<file path="src/hdl/dmac_pkg.sv">
// DMA controller package: bus widths, register offsets, status codes, engine states
package dmac_pkg;

	typedef logic [31:0] word_t;     // Data word on master and slave bus
	typedef logic [15:0] addr_t;     // Master bus address
	typedef logic [4:0]  size_t;     // Words per descriptor
	typedef logic [7:0]  reg_addr_t; // Slave register offset

	// Slave register map
	localparam reg_addr_t REG_START   = 8'h00;
	localparam reg_addr_t REG_INTR    = 8'h01;
	localparam reg_addr_t REG_INTR_EN = 8'h02;
	localparam reg_addr_t REG_SRC     = 8'h03;
	localparam reg_addr_t REG_DEST    = 8'h04;
	localparam reg_addr_t REG_SIZE    = 8'h05;
	localparam reg_addr_t REG_PUSH    = 8'h06;
	localparam reg_addr_t REG_STATUS  = 8'h08;

	typedef enum logic [1:0] {
		ST_IDLE  = 2'd0,
		ST_BUSY  = 2'd1,
		ST_DONE  = 2'd2,
		ST_FAULT = 2'd3
	} status_t;

	typedef enum logic [2:0] {
		E_IDLE,
		E_POP,
		E_REQ,
		E_READ,
		E_WRITE,
		E_DONE,
		E_FAULT
	} engine_state_t;

	localparam int DESC_DEPTH_DEFAULT = 16;

endpackage

</file>
<file path="src/hdl/dmac_desc_if.sv">
// Descriptor push and pop interfaces
interface desc_push_if;
	import dmac_pkg::*;

	logic  push; // One-cycle strobe
	addr_t src;
	addr_t dest;
	size_t size;

	modport regs (
		output push,
		output src,
		output dest,
		output size
	);

	modport fifo (
		input push,
		input src,
		input dest,
		input size
	);
endinterface

interface desc_pop_if;
	import dmac_pkg::*;

	logic  pop;
	logic  empty;
	addr_t src;  // Head descriptor, valid while not empty
	addr_t dest;
	size_t size;

	modport fifo (
		input  pop,
		output empty,
		output src,
		output dest,
		output size
	);

	modport engine (
		output pop,
		input  empty,
		input  src,
		input  dest,
		input  size
	);
endinterface

</file>
<file path="src/hdl/dmac_desc_fifo.sv">
// Descriptor FIFO: circular buffer of whole descriptors with overflow pulse
module dmac_desc_fifo #(
	parameter int DESC_DEPTH = dmac_pkg::DESC_DEPTH_DEFAULT
) (
	input  logic      clk,
	input  logic      reset_n,
	desc_push_if.fifo wr,
	desc_pop_if.fifo  rd,
	output logic      overflow
);
	import dmac_pkg::*;

	localparam int PTR_W = $clog2(DESC_DEPTH);

	addr_t src_mem  [DESC_DEPTH];
	addr_t dest_mem [DESC_DEPTH];
	size_t size_mem [DESC_DEPTH];

	logic [PTR_W-1:0] head;
	logic [PTR_W-1:0] tail;
	logic [PTR_W:0]   count;
	logic             full;
	logic             do_push;
	logic             do_pop;

	assign full     = (count == (PTR_W + 1)'(DESC_DEPTH));
	assign rd.empty = (count == '0);
	assign do_push  = wr.push & ~full;
	assign do_pop   = rd.pop & ~rd.empty;
	assign overflow = wr.push & full; // Descriptor is dropped

	always_ff @(posedge clk) begin
		if (do_push) begin
			src_mem[tail]  <= wr.src;
			dest_mem[tail] <= wr.dest;
			size_mem[tail] <= wr.size;
		end
	end

	// Pointers wrap on their own for a power-of-two depth
	always_ff @(posedge clk) begin
		if (!reset_n) begin
			head  <= '0;
			tail  <= '0;
			count <= '0;
		end else begin
			if (do_push)
				tail <= tail + 1'b1;
			if (do_pop)
				head <= head + 1'b1;
			case ({do_push, do_pop})
				2'b10:   count <= count + 1'b1;
				2'b01:   count <= count - 1'b1;
				default: ;
			endcase
		end
	end

	assign rd.src  = src_mem[head];
	assign rd.dest = dest_mem[head];
	assign rd.size = size_mem[head];

endmodule

</file>
<file path="src/hdl/dmac_engine.sv">
// Bus-master copy engine: FSM, address and count registers, bus output decode
module dmac_engine (
	input  logic              clk,
	input  logic              reset_n,
	input  logic              start,
	input  logic              irq_pending,
	input  logic              overflow,
	output logic              done,
	output dmac_pkg::status_t status,
	desc_pop_if.engine        desc,
	output logic              m_req,
	input  logic              m_grant,
	output logic              m_wr,
	output dmac_pkg::addr_t   m_addr,
	output dmac_pkg::word_t   m_dout,
	input  dmac_pkg::word_t   m_din
);
	import dmac_pkg::*;

	engine_state_t state;
	engine_state_t state_next;
	addr_t         src_r;
	addr_t         dest_r;
	size_t         count_r;
	logic          bus_owned; // Grant seen since this start

	always_comb begin
		state_next = state;
		if (overflow) begin
			state_next = E_FAULT;
		end else begin
			case (state)
				E_IDLE: begin
					if (start)
						state_next = desc.empty ? E_DONE : E_POP;
				end
				E_POP: begin
					if (desc.empty)
						state_next = E_DONE; // Chain ended on a zero-size descriptor
					else if (desc.size == '0)
						state_next = E_POP;
					else if (bus_owned)
						state_next = E_READ;
					else
						state_next = E_REQ;
				end
				E_REQ: begin
					if (m_grant)
						state_next = E_READ;
				end
				E_READ: state_next = E_WRITE;
				E_WRITE: begin
					if (count_r > size_t'(1))
						state_next = E_READ;
					else if (!desc.empty)
						state_next = E_POP;
					else
						state_next = E_DONE;
				end
				E_DONE: begin
					if (!irq_pending)
						state_next = E_IDLE;
				end
				E_FAULT: state_next = E_FAULT;
				default: state_next = E_FAULT;
			endcase
		end
	end

	always_ff @(posedge clk) begin
		if (!reset_n)
			state <= E_IDLE;
		else
			state <= state_next;
	end

	always_ff @(posedge clk) begin
		if (!reset_n)
			bus_owned <= 1'b0;
		else if (state_next == E_DONE || state_next == E_FAULT)
			bus_owned <= 1'b0;
		else if (state == E_REQ && m_grant)
			bus_owned <= 1'b1;
	end

	// Descriptor load and per-word update
	always_ff @(posedge clk) begin
		if (desc.pop) begin
			src_r   <= desc.src;
			dest_r  <= desc.dest;
			count_r <= desc.size;
		end else if (state == E_WRITE) begin
			src_r   <= src_r + 1'b1;
			dest_r  <= dest_r + 1'b1;
			count_r <= count_r - 1'b1;
		end
	end

	assign desc.pop = (state == E_POP) && !desc.empty;

	// Same edge that enters E_DONE sets the pending flag in the regs
	assign done = (state != E_DONE) && (state_next == E_DONE);

	always_comb begin
		case (state)
			E_IDLE:  status = ST_IDLE;
			E_DONE:  status = ST_DONE;
			E_FAULT: status = ST_FAULT;
			default: status = ST_BUSY;
		endcase
	end

	always_comb begin
		m_req  = 1'b0;
		m_wr   = 1'b0;
		m_addr = '0;
		m_dout = '0;
		case (state)
			E_POP:  m_req = bus_owned; // Keep the bus between descriptors
			E_REQ:  m_req = 1'b1;
			E_READ: begin
				m_req  = 1'b1;
				m_addr = src_r;
			end
			E_WRITE: begin
				m_req  = 1'b1;
				m_wr   = 1'b1;
				m_addr = dest_r;
				m_dout = m_din; // Read data from the previous cycle
			end
			default: ;
		endcase
	end

endmodule

</file>
<file path="src/hdl/dmac_regs.sv">
// Slave register block: register decode, readback, interrupt, descriptor staging
module dmac_regs (
	input  logic             clk,
	input  logic             reset_n,
	input  logic             s_sel,
	input  logic             s_wr,
	input  logic [15:0]      s_addr,
	input  dmac_pkg::word_t  s_din,
	output dmac_pkg::word_t  s_dout,
	output logic             s_interrupt,
	output logic             start,
	output logic             irq_pending,
	input  logic             done,
	input  dmac_pkg::status_t status,
	desc_push_if.regs        desc
);
	import dmac_pkg::*;

	reg_addr_t offset;
	logic      wr_en;
	logic      rd_en;
	logic      intr_en;
	logic      push;
	addr_t     src_r;
	addr_t     dest_r;
	size_t     size_r;
	word_t     rd_data;

	assign offset = s_addr[7:0];
	assign wr_en  = s_sel & s_wr;
	assign rd_en  = s_sel & ~s_wr;

	// Staged descriptor fields
	always_ff @(posedge clk) begin
		if (wr_en) begin
			case (offset)
				REG_SRC:  src_r  <= s_din[15:0];
				REG_DEST: dest_r <= s_din[15:0];
				REG_SIZE: size_r <= s_din[4:0];
				default: ;
			endcase
		end
	end

	// Strobes appear the cycle after the write
	always_ff @(posedge clk) begin
		if (!reset_n) begin
			start <= 1'b0;
			push  <= 1'b0;
		end else begin
			start <= wr_en && (offset == REG_START) && s_din[0];
			push  <= wr_en && (offset == REG_PUSH) && s_din[0];
		end
	end

	always_ff @(posedge clk) begin
		if (!reset_n) begin
			intr_en     <= 1'b0;
			irq_pending <= 1'b0;
			s_interrupt <= 1'b0;
		end else begin
			if (wr_en && offset == REG_INTR_EN)
				intr_en <= s_din[0];
			if (done)
				irq_pending <= 1'b1; // Set wins over a clear in the same cycle
			else if (wr_en && offset == REG_INTR && s_din[0])
				irq_pending <= 1'b0;
			s_interrupt <= irq_pending & intr_en;
		end
	end

	always_comb begin
		case (offset)
			REG_INTR:    rd_data = word_t'(irq_pending);
			REG_INTR_EN: rd_data = word_t'(intr_en);
			REG_SRC:     rd_data = word_t'(src_r);
			REG_DEST:    rd_data = word_t'(dest_r);
			REG_SIZE:    rd_data = word_t'(size_r);
			REG_STATUS:  rd_data = word_t'(status); // Live engine status
			default:     rd_data = '0;
		endcase
	end

	// Read data held until the next read
	always_ff @(posedge clk) begin
		if (rd_en)
			s_dout <= rd_data;
	end

	assign desc.push = push;
	assign desc.src  = src_r;
	assign desc.dest = dest_r;
	assign desc.size = size_r;

endmodule

</file>
<file path="src/hdl/dmac_top.sv">
// DMA controller top level: register block, descriptor FIFO, copy engine
module dmac_top #(
	parameter int DESC_DEPTH = dmac_pkg::DESC_DEPTH_DEFAULT
) (
	input  logic            clk,
	input  logic            reset_n,
	input  logic            m_grant,
	input  dmac_pkg::word_t m_din,
	input  logic            s_sel,
	input  logic            s_wr,
	input  logic [15:0]     s_addr,
	input  dmac_pkg::word_t s_din,
	output logic            m_req,
	output logic            m_wr,
	output dmac_pkg::addr_t m_addr,
	output dmac_pkg::word_t m_dout,
	output dmac_pkg::word_t s_dout,
	output logic            s_interrupt
);
	import dmac_pkg::*;

	logic    start;
	logic    irq_pending;
	logic    overflow;
	logic    done;
	status_t status;

	desc_push_if push_bus ();
	desc_pop_if  pop_bus ();

	dmac_regs u_regs (
		.clk         (clk),
		.reset_n     (reset_n),
		.s_sel       (s_sel),
		.s_wr        (s_wr),
		.s_addr      (s_addr),
		.s_din       (s_din),
		.s_dout      (s_dout),
		.s_interrupt (s_interrupt),
		.start       (start),
		.irq_pending (irq_pending),
		.done        (done),
		.status      (status),
		.desc        (push_bus.regs)
	);

	dmac_desc_fifo #(.DESC_DEPTH(DESC_DEPTH)) u_fifo (
		.clk      (clk),
		.reset_n  (reset_n),
		.wr       (push_bus.fifo),
		.rd       (pop_bus.fifo),
		.overflow (overflow)
	);

	dmac_engine u_engine (
		.clk         (clk),
		.reset_n     (reset_n),
		.start       (start),
		.irq_pending (irq_pending),
		.overflow    (overflow),
		.done        (done),
		.status      (status),
		.desc        (pop_bus.engine),
		.m_req       (m_req),
		.m_grant     (m_grant),
		.m_wr        (m_wr),
		.m_addr      (m_addr),
		.m_dout      (m_dout),
		.m_din       (m_din)
	);

endmodule

</file>
<file path="config.mk">
export PLATFORM = sky130hd
export DESIGN_NAME = dmac_top
export DESIGN_NICKNAME = d
export VERILOG_FILES = /design/src/hdl/dmac_pkg.sv /design/src/hdl/dmac_desc_if.sv /design/src/hdl/dmac_desc_fifo.sv /design/src/hdl/dmac_engine.sv /design/src/hdl/dmac_regs.sv /design/src/hdl/dmac_top.sv
export SDC_FILE = /design/constraint.sdc
export NUM_CORES = 1
export LEC_CHECK = 0
export ABC_AREA = 1
export BUFFER_PORTS_ARGS = -buffer_cell sky130_fd_sc_hd__buf_2
export CORE_MARGIN = 5
export CORE_UTILIZATION = 55
export CTS_CLUSTER_SIZE = 20
export DETAILED_ROUTE_END_ITERATION = 6
export PLACE_DENSITY = 0.77
export SYNTH_ARGS = -nofsm -noshare
export SYNTH_HDL_FRONTEND = slang
export SYNTH_SLANG_ARGS = --single-unit
</file>
<file path="constraint.sdc">
create_clock -name clk -period 8 [get_ports clk]
set_clock_uncertainty 0.2 [all_clocks]
set_input_delay 0.4 -clock clk [delete_from_list [all_inputs] [get_ports clk]]
set_output_delay 0.4 -clock clk [all_outputs]
set_load 0.1 [all_outputs]
</file>
# Yosys cells after proc, flatten, opt, wreduce, memory -nomap -nowiden
# Memory sizes are Yosys's and may differ from the RTL's. A register that Yosys moved wholly into a read port is not among the register bits.
# Index checks and enable logic that the tools add are counted.
# word_totals
reg_bits	128
mem_bits_rw	592
n_memories	3
# mem_list
memory	words	word_bits	rd	rd_clocked_by_memory_dff	write_ports	line	text
u_fifo.dest_mem	16	16	1	1	1	dmac_desc_fifo.sv:16	addr_t dest_mem [DESC_DEPTH];
u_fifo.src_mem	16	16	1	1	1	dmac_desc_fifo.sv:15	addr_t src_mem [DESC_DEPTH];
u_fifo.size_mem	16	5	1	1	1	dmac_desc_fifo.sv:17	size_t size_mem [DESC_DEPTH];
# classes
n_mux	33
bitwise_logic	10
n_eq_ne	19
add_sub_neg	7
n_reduce_logical	24
order_cmp	1
# op_table
operator	count
case mux 16 bit (6 select lines)	1
two-way mux 16 bit	4
adder 16 x 1 -> 16 bit (second input constant)	2
two-way mux 32 bit	1
case mux 16 bit (2 select lines)	1
== test 8 x 3 -> 1 bit (second input constant)	3
two-way mux 3 bit	8
two-way mux 4 bit	6
case mux 3 bit (6 select lines)	1
== test 8 x 2 -> 1 bit (second input constant)	2
== test 3 bit (second input constant)	5
logical AND 1 bit	10
logical NOT 5 bit	2
two-way mux 5 bit	2
case mux 5 bit (2 select lines)	1
subtractor 5 x 1 -> 5 bit (second input constant)	2
adder 4 x 1 -> 4 bit (second input constant)	2
== test 8 x 1 -> 1 bit (second input constant)	1
== test 8 x 4 -> 1 bit (second input constant)	1
logical NOT 8 bit	1
AND 1 bit	6
== test 3 x 2 -> 1 bit (second input constant)	2
two-way mux 1 bit	6
case mux 2 bit (3 select lines)	1
16 further kinds	23

# Logic depth before layout (Yosys ltp)
# Gate-level depths: netlist (run 1).
# logic_depth
ltp_word	8
mapped_depth	18
depth_no_buf	16

# Hierarchy
# A second synthesis (run 1) with hierarchy kept.
# hier_totals
cells_unflattened	2327
hier_area_um2	29962.5
# modules_own_cells
mod	cells_per_inst	area_per_inst_um2	n_inst
dmac_desc_fifo	1690	24449.7	1
dmac_engine	442	3041.7	1
dmac_regs	195	2471.1	1

# Least setup slack after synthesis (run 1)
# Ideal clock, no wire load.
# synth_timing
kind	register to output
from	reg u_engine.state[1]
to	out m_addr[11]
stages_incl_launch_ff	7
arrival_time_ns	3.181
path_slack_ns	4.219
path_cell_list	dfxtp_1 -> inv_1 -> nor2_1 -> inv_1 -> nor2_2 -> clkinv_1 -> o21ai_0
# synth_between
elab_chain_len	2
word_cells_on_any_way	3
classes_between	2 x eq/ne; 1 x mux
# synth_rtl
item	line	text
start: declaration	dmac_engine.sv:20	engine_state_t state;
start signal: assignment	dmac_engine.sv:74	state <= state_next;
== test 3 bit / == test 3 x 2 -> 1 bit (equally long branches)	dmac_engine.sv:118	case (state)
case mux 16 bit (2 select lines) (*)	dmac_engine.sv:118	
end: declaration	dmac_top.sv:15	output dmac_pkg::addr_t m_addr,
# Every way passes the cells marked *; elsewhere a longest branch is shown, timed or not.

# Worst setup path in the final report (run 1)
# layout_timing
from	reg u_engine.state[1]
to	out m_addr[14]
# The elaborated chain is that of the path after synthesis.

==> reports/qor.txt, run 1 <==
Overflow after GRT -> 0
worst slew pin tran -> 1130 ps
Design Power -> 7.61 mW
Worst R2R Setup Slack -> 4250 ps
Slew Viols, Final -> 0
die span in x -> 240 um
worst min path class -> input pin to flop
Pint -> 6.01 mW
post-DP HPWL -> 38.4 mm
worst hold stages -> 3
sw frac -> 21.0%
multi-input combinational cell area -> 6780 um2
endpoints failing setup -> 0
register area share after synthesis -> 72.5%
outcome -> finished clean
crit share post-route -> 49.5%
Pwr per Cell Area -> 233 nW/um2
IO buf count -> 127
Comb pwr share -> 3.0%
hold path startpoint -> s_addr[0]
initial antenna violation count -> 2
clock insertion delay at the later pin of the skew report -> 620 ps
starting DRC count in detailed routing -> 3,084
minimum clock period -> 3960 ps
DRC -> 0
reg-to-reg critical path endpoint -> u_engine.bus_owned$_SDFFE_PP0P_
gr usage total -> 25.6%
Std-Cell Core Area -> 52,300 um2
Fin Setup TNS -> 0 ps
Antenna diodes -> 0
IO Count -> 168
DRT Wirelength -> 75.4 mm
via count -> 19.6k
Sequential Power Share -> 53.0%
Post-Syn Area per Cell -> 12.6 um2
most common cell after layout, fill and taps aside -> edfxtp_1
Starting Density -> 55.4%
CTS tree -> yes
H-Tree Depth -> 3
relative slew slack -> 24.4%
data required time at the worst endpoint -> 7400 ps
Cell variety after synth -> 42
Clock Path Buffers -> 3
drt wl/cell -> 23.8 um
Fillers -> 3,721
CP Class -> flop to primary output
Area growth syn-to-layout -> 12.8%
clock network fraction of total power -> 44.0%
synth warn -> 0
Die ar. -> 57,400 um2
router iterations before antenna repair -> 6
unrepaired setup endpoints after global routing -> no
first-pass GRT wire length -> 112 mm
Worst Reg-to-Reg Cells -> 15
nets -> 2,521
Net Switching -> 1.60 mW
synthesized instance count -> 2,304
max frequency -> 253 MHz
worst IR drop on VDD -> 0.181 mV
root buffer cell -> clkbuf_16
WP data arrival -> 3360 ps
worst stage delay on the critical path -> 590 ps
Worst setup EP type -> primary output
FP Rows -> 84
critical path cell sequence -> inv_1 -> nor2_1 -> inv_1 -> nor2_2 -> clkinv_1 -> o22ai_1 -> buf_2
vias in the first global route -> 19.0k
cell area after synthesis -> 29,000 um2
most frequent cells in the layout -> edfxtp_1 (682), nor2_1 (367), o21ai_0 (250)
clk slew on worst S/H paths -> 60 ps
#FFs+latches synth -> 708
largest net degree at the start of global routing -> 198
fraction of layout cells with a size suffix above 1 -> 12.3%
Sink Count -> 708
Slowest cell on crit path -> o22ai_1
crit start category -> flop
Max Cap Violations -> 0
CP Max Fanout -> 10
Sequential Area -> 21,000 um2
Num CTS Buffers -> 71
Pleak -> 11.4 nW
via/cell ratio -> 6.19
Hold Vio Cnt, Final -> 0
Worst path most repeated cell -> inv_1
Die Y -> 240 um
Post-CTS Repair Setup Buffers -> 0
DRT antenna net count -> 0
placer congestion estimate -> 0.831
WHS Endpoint -> u_regs.s_dout[2]$_DFFE_PP_
metrics by stage:
stage / utilization [%] / setup WS [ps] / instance area [um2] / hold WS [ps] / cells
floorplan: - / 4220 / 29000 / 222 / 2319
global placement: 57.6 / 4440 / 30100 / 240 / 3015
detailed placement: 57.6 / 4350 / 30100 / 268 / 3015
CTS: 62.4 / 4180 / 32700 / 11.1 / 3161
global route: 62.4 / 3940 / 32700 / 25.7 / 3161
finish: 62.4 / 4040 / 32700 / 30.2 / 3161
state kept, by name, summed over array words and instances, names as in the netlist, 5 cells and up, named ones only:
| signal | cells |
|---|---|
| u_regs.s_dout | 16 |
| u_engine.count_r | 5 |
| u_regs.desc.size | 5 |
| u_fifo.size_mem | 80 |
| u_regs.desc.src | 16 |
| u_regs.desc.dest | 16 |
| u_engine.src_r | 16 |
| u_fifo.dest_mem | 256 |
| u_fifo.src_mem | 256 |
| u_engine.dest_r | 16 |
| u_fifo.count | 5 |
cells by family (layout without fill, tap and decap cells):
logic type      count (synthesis)  after routing  synth area share (%)
flops                         708            708                  72.5
xor+xnor                       30             30                 0.907
fa+ha+maj                      14             14                 0.630
other cells                     1             16                0.0129
buf+inv                       301            455                  4.77
compound gates                552            552                  11.5
simple gates                  698            698                  9.76
cell type report:
| class | instances | share of cell area, % |
|---|---|---|
| multi-input combinational | 1310 | 20.8 |
| timing repair buffer | 184 | 3.46 |
| clock buffer | 77 | 5.57 |
| tap | 688 | 2.63 |
| sequential | 708 | 64.3 |
| clock inverter | 47 | 1.56 |
| inverter | 147 | 1.72 |
layer usage:
metal | vias up | GRT usage [%] | wire, um
met4 | 2 | 9.46 | 2920
met2 | 1294 | 40.9 | 35000
met5 | - | 0 | 9
li1 | 8578 | - | -
met1 | 9516 | 35.4 | 28600
met3 | 190 | 5.35 | 8870
power by group through the flow:
stage	Clock, mW	Combinational, mW	Sequential, mW
3_5_place_dp	0	0.222	4.11
2_1_floorplan	0	0.152	4.13
5_1_grt	3.53	0.242	4.03
6_report	3.35	0.231	4.03
3_3_place_gp	0	0.219	4.11
4_1_cts	3.37	0.230	4.03
worst max path at each step:
stage / start / to / slack [ps] / cells after the start
5_1_grt: u_engine.state[1]$_SDFF_PN0_ / m_addr[15] / 3940 / 7
3_3_place_gp: flop / u_engine.bus_owned$_SDFFE_PP0P_ / 4440 / 15
4_1_cts: u_engine.state[1]$_SDFF_PN0_ / m_addr[14] / 4180 / 7
2_1_floorplan: u_engine.state[1]$_SDFF_PN0_ / m_addr[11] / 4220 / 6
6_report: u_engine.state[1]$_SDFF_PN0_ / m_addr[14] / 4040 / 7
3_5_place_dp: flop / u_engine.bus_owned$_SDFFE_PP0P_ / 4350 / 15
worst max-delay path, delay by kind of cell (launching register included):
kind                   cells  cell delay [ps]
AO/OA/AOI/OAI              1              590
buffers and inverters      4             1210
flip-flops                 1              360
AND/OR/NAND/NOR            2              600
synth_stat cells:
master | instances | area, um2
o211ai_1 | 29 | 218
o21ai_1 | 71 | 355
o21a_1 | 1 | 7.51
fa_1 | 1 | 20.0
clkbuf_1 | 52 | 195
nand3_1 | 89 | 445
nand2b_1 | 1 | 6.26
buf_4 | 28 | 210
o22ai_1 | 50 | 313
o2111ai_1 | 2 | 17.5
inv_1 | 143 | 537
nand2_1 | 194 | 728
inv_2 | 2 | 7.51
nand3_2 | 3 | 30.0
ha_1 | 13 | 163
dfxtp_1 | 26 | 521
xor2_1 | 24 | 210
edfxtp_1 | 682 | 20500
clkinv_1 | 2 | 7.51
nor2_1 | 386 | 1450
a21oi_1 | 25 | 125
a31o_2 | 1 | 8.76
o21ai_0 | 250 | 1250
nor4_1 | 2 | 12.5
nor4_2 | 2 | 25.0
o221ai_1 | 87 | 762
a211oi_1 | 3 | 22.5
nand4_1 | 9 | 56.3
a32o_1 | 2 | 20.0
a22o_1 | 3 | 26.3
a31oi_1 | 14 | 87.6
nor3_2 | 3 | 30.0
buf_2 | 59 | 295
a22oi_1 | 5 | 37.5
conb_1 | 1 | 3.75
buf_6 | 10 | 113
buf_1 | 5 | 18.8
xnor2_1 | 6 | 52.6
a21o_1 | 8 | 60.1
a221oi_1 | 1 | 8.76
nor3_1 | 7 | 35.0
nor2_2 | 2 | 12.5
timing repair:
| item | in CTS | in global routing |
|---|---|---|
| hold buffers | 22 | 0 |
| gates resized for setup | 0 | 0 |
| endpoints found under the hold margin | 51 | 0 |
No activity file was read; power rests on OpenSTA's default activity.
==> run 2, diff against run 1 <==
--- a/config.mk
+++ b/config.mk
@@ -11,7 +11,7 @@
 export CORE_UTILIZATION = 55
 export CTS_CLUSTER_SIZE = 20
 export DETAILED_ROUTE_END_ITERATION = 6
-export PLACE_DENSITY = 0.77
+export PLACE_DENSITY = 0.8
 export SYNTH_ARGS = -nofsm -noshare
 export SYNTH_HDL_FRONTEND = slang
 export SYNTH_SLANG_ARGS = --single-unit
==> constraint.sdc (replaced) <==
create_clock -name clk -period 3.4 [get_ports clk]
set_clock_uncertainty 0.2 [all_clocks]
set_input_delay 0.17 -clock clk [delete_from_list [all_inputs] [get_ports clk]]
set_output_delay 0.17 -clock clk [all_outputs]
set_load 0.1 [all_outputs]
==> reports/qor.txt, run 2 (synthesized netlist as in run 1, its figures left out) <==
outcome -> finished clean
via count -> 19.8k (+0.98%)
DRT antenna net count -> 0 (unchanged)
Starting Density -> 55.4% (unchanged)
worst stage delay on the critical path -> 530 ps (-60 ps)
IO buf count -> 127 (unchanged)
initial antenna violation count -> 3 (+1)
relative slew slack -> 47.9% (+24 points)
Design Power -> 17.4 mW (+130%)
Hold Vio Cnt, Final -> 0 (unchanged)
router iterations before antenna repair -> 6 (unchanged)
max frequency -> 305 MHz
vias in the first global route -> 19.6k (+3.2%)
Worst Reg-to-Reg Cells -> 8 (-7)
DRC -> 0 (unchanged)
CP Max Fanout -> 7 (-3)
met3 Resource Use GR -> 5.75% (+0.39 points)
DP Area -> 30,500 um2 (+1.3%)
Antenna diodes -> 0 (unchanged)
drt wl/cell -> 23.9 um (+0.14%)
largest net degree at the start of global routing -> 157 (-21%)
multi-input combinational cell area -> 6780 um2 (unchanged)
Clock Path Buffers -> 3 (unchanged)
CP Class -> flop to primary output
Worst R2R Setup Slack -> 590 ps (-3660 ps)
starting DRC count in detailed routing -> 2,831 (-8.2%)
Post-CTS Repair Setup Buffers -> 0 (unchanged)
crit start category -> flop
Std-Cell Core Area -> 52,300 um2 (unchanged)
worst min path class -> input pin to flop
DRT Wirelength -> 75.9 mm (+0.74%)
most common cell after layout, fill and taps aside -> edfxtp_1
Pwr per Cell Area -> 527 nW/um2 (+130%)
Max Cap Violations -> 0 (unchanged)
biggest regs -> u_fifo.dest_mem: 256 flops, u_fifo.src_mem: 256 flops, u_fifo.size_mem: 80 flops
Overflow after GRT -> 0 (unchanged)
met1 usage -> 33.4% (-2.0 points)
data required time at the worst endpoint -> 3030 ps (-4370 ps)
worst IR drop on VDD -> 0.403 mV (+120%)
worst hold stages -> 6 (+3)
final hold slack -> 50.4 ps (+20.2 ps)
final instance area -> 32,900 um2 (+0.79%)
Util after Layout -> 62.9% (+0.49 points)
clock insertion delay at the later pin of the skew report -> 620 ps (about the same)
launch point of the critical path -> u_engine.state[1]$_SDFF_PN0_
worst r2r src -> u_fifo.count[1]$_SDFFE_PN0P_
endpoints failing setup -> 0 (unchanged)
clk slew on worst S/H paths -> 60 ps (about the same)
crit share post-route -> 96.4%
placer congestion estimate -> 0.841 (+1.2%)
post-DP HPWL -> 40.6 mm (+5.6%)
Fin Setup TNS -> 0 ps (unchanged)
Sink Count -> 708 (unchanged)
CTS tree -> yes
critical path cell sequence -> inv_1 -> nor2_1 -> inv_1 -> nor2_2 -> clkinv_1 -> o22ai_1 -> buf_2
Area growth syn-to-layout -> 13.6%
Slew Viols, Final -> 0 (unchanged)
H-Tree Depth -> 3 (unchanged)
FP Rows -> 84 (unchanged)
WP data arrival -> 2910 ps (-450 ps)
Worst path most repeated cell -> inv_1
Setup crit end -> m_addr[15]
via/cell ratio -> 6.22 (+0.37%)
root buffer cell -> clkbuf_16
Pleak -> 11.5 nW (+0.77%)
gr usage total -> 25.8% (+0.20 points)
Die ar. -> 57,400 um2 (unchanged)
Slowest cell on crit path -> buf_2
Die Y -> 240 um (unchanged)
IO Count -> 168 (unchanged)
minimum clock period -> 3280 ps
die span in x -> 240 um (unchanged)
nets -> 2,542 (+0.83%)
met2 GRT Util -> 42.6% (+1.7 points)
Sequential Area -> 21,000 um2 (unchanged)
Worst setup EP type -> primary output
hold path startpoint -> s_addr[4]
Fillers -> 3,645 (-2.0%)
GRT busiest layer -> met2
fraction of layout cells with a size suffix above 1 -> 12.4% (+0.11 points)
most frequent cells in the layout -> edfxtp_1 (682), nor2_1 (367), o21ai_0 (249)
Num CTS Buffers -> 69 (-2.8%)
worst slew pin tran -> 780 ps (-354 ps)
first-pass GRT wire length -> 113 mm (+1.0%)
reg-to-reg critical path endpoint -> u_fifo.src_mem[2][11]$_DFFE_PP_
==> run 2: per-stage QoR <==
step,cells,setup WS (ps)
after detailed placement,3031,689
after global placement,3031,780
final,3180,123
after CTS,3180,192
after floorplan,2319,156
after global routing,3180,-18.5
==> run 2: power by group <==
part	leakage (nW)	switching, mW	internal, mW
clock	1.06	3.15	4.17
sequential	6.34	0.0251	9.46
combinational	4.13	0.444	0.106
==> run 2: area by class of cell <==
| type | count | area share [%] |
|---|---|---|
| Clock buffer | 82 | 5.58 |
| Clock inverter | 38 | 0.900 |
| Inverter | 147 | 1.69 |
| Multi-Input combinational cell | 1310 | 20.6 |
| Sequential cell | 708 | 63.8 |
| Tap cell | 688 | 2.61 |
| Timing Repair Buffer | 207 | 4.82 |
==> run 2: what timing repair did <==
item	CTS	global route
setup endpoints to repair	0	1
hold endpoints to repair	86	0
resized for setup	0	1
hold buffers	29	0
==> run 2: worst min-delay path by stage <==
stage / end
floorplan: u_regs.desc.dest[0]$_DFFE_PP_
global placement: u_regs.desc.src[13]$_DFFE_PP_
detailed placement: u_regs.desc.dest[13]$_DFFE_PP_
CTS: u_regs.s_dout[2]$_DFFE_PP_
global route: u_regs.desc.size[0]$_DFFE_PP_
finish: u_regs.s_dout[3]$_DFFE_PP_
==> run 2: worst max-delay path, delay by kind of cell (launching register included) <==
kind | cells | cell delay, ps
buffers and inverters | 4 | 950
AO/OA/AOI/OAI | 1 | 430
flip-flops | 1 | 360
AND/OR/NAND/NOR | 2 | 570
==> run 2: per-layer routing <==
layer | vias to the layer above | share of wire (%) | wire, um
met2 | 1345 | 48 | 36700
li1 | 8631 | - | -
met3 | 240 | 11 | 8640
met1 | 9553 | 36 | 27200
met5 | - | 0.016 | 12
met4 | 2 | 4.5 | 3400
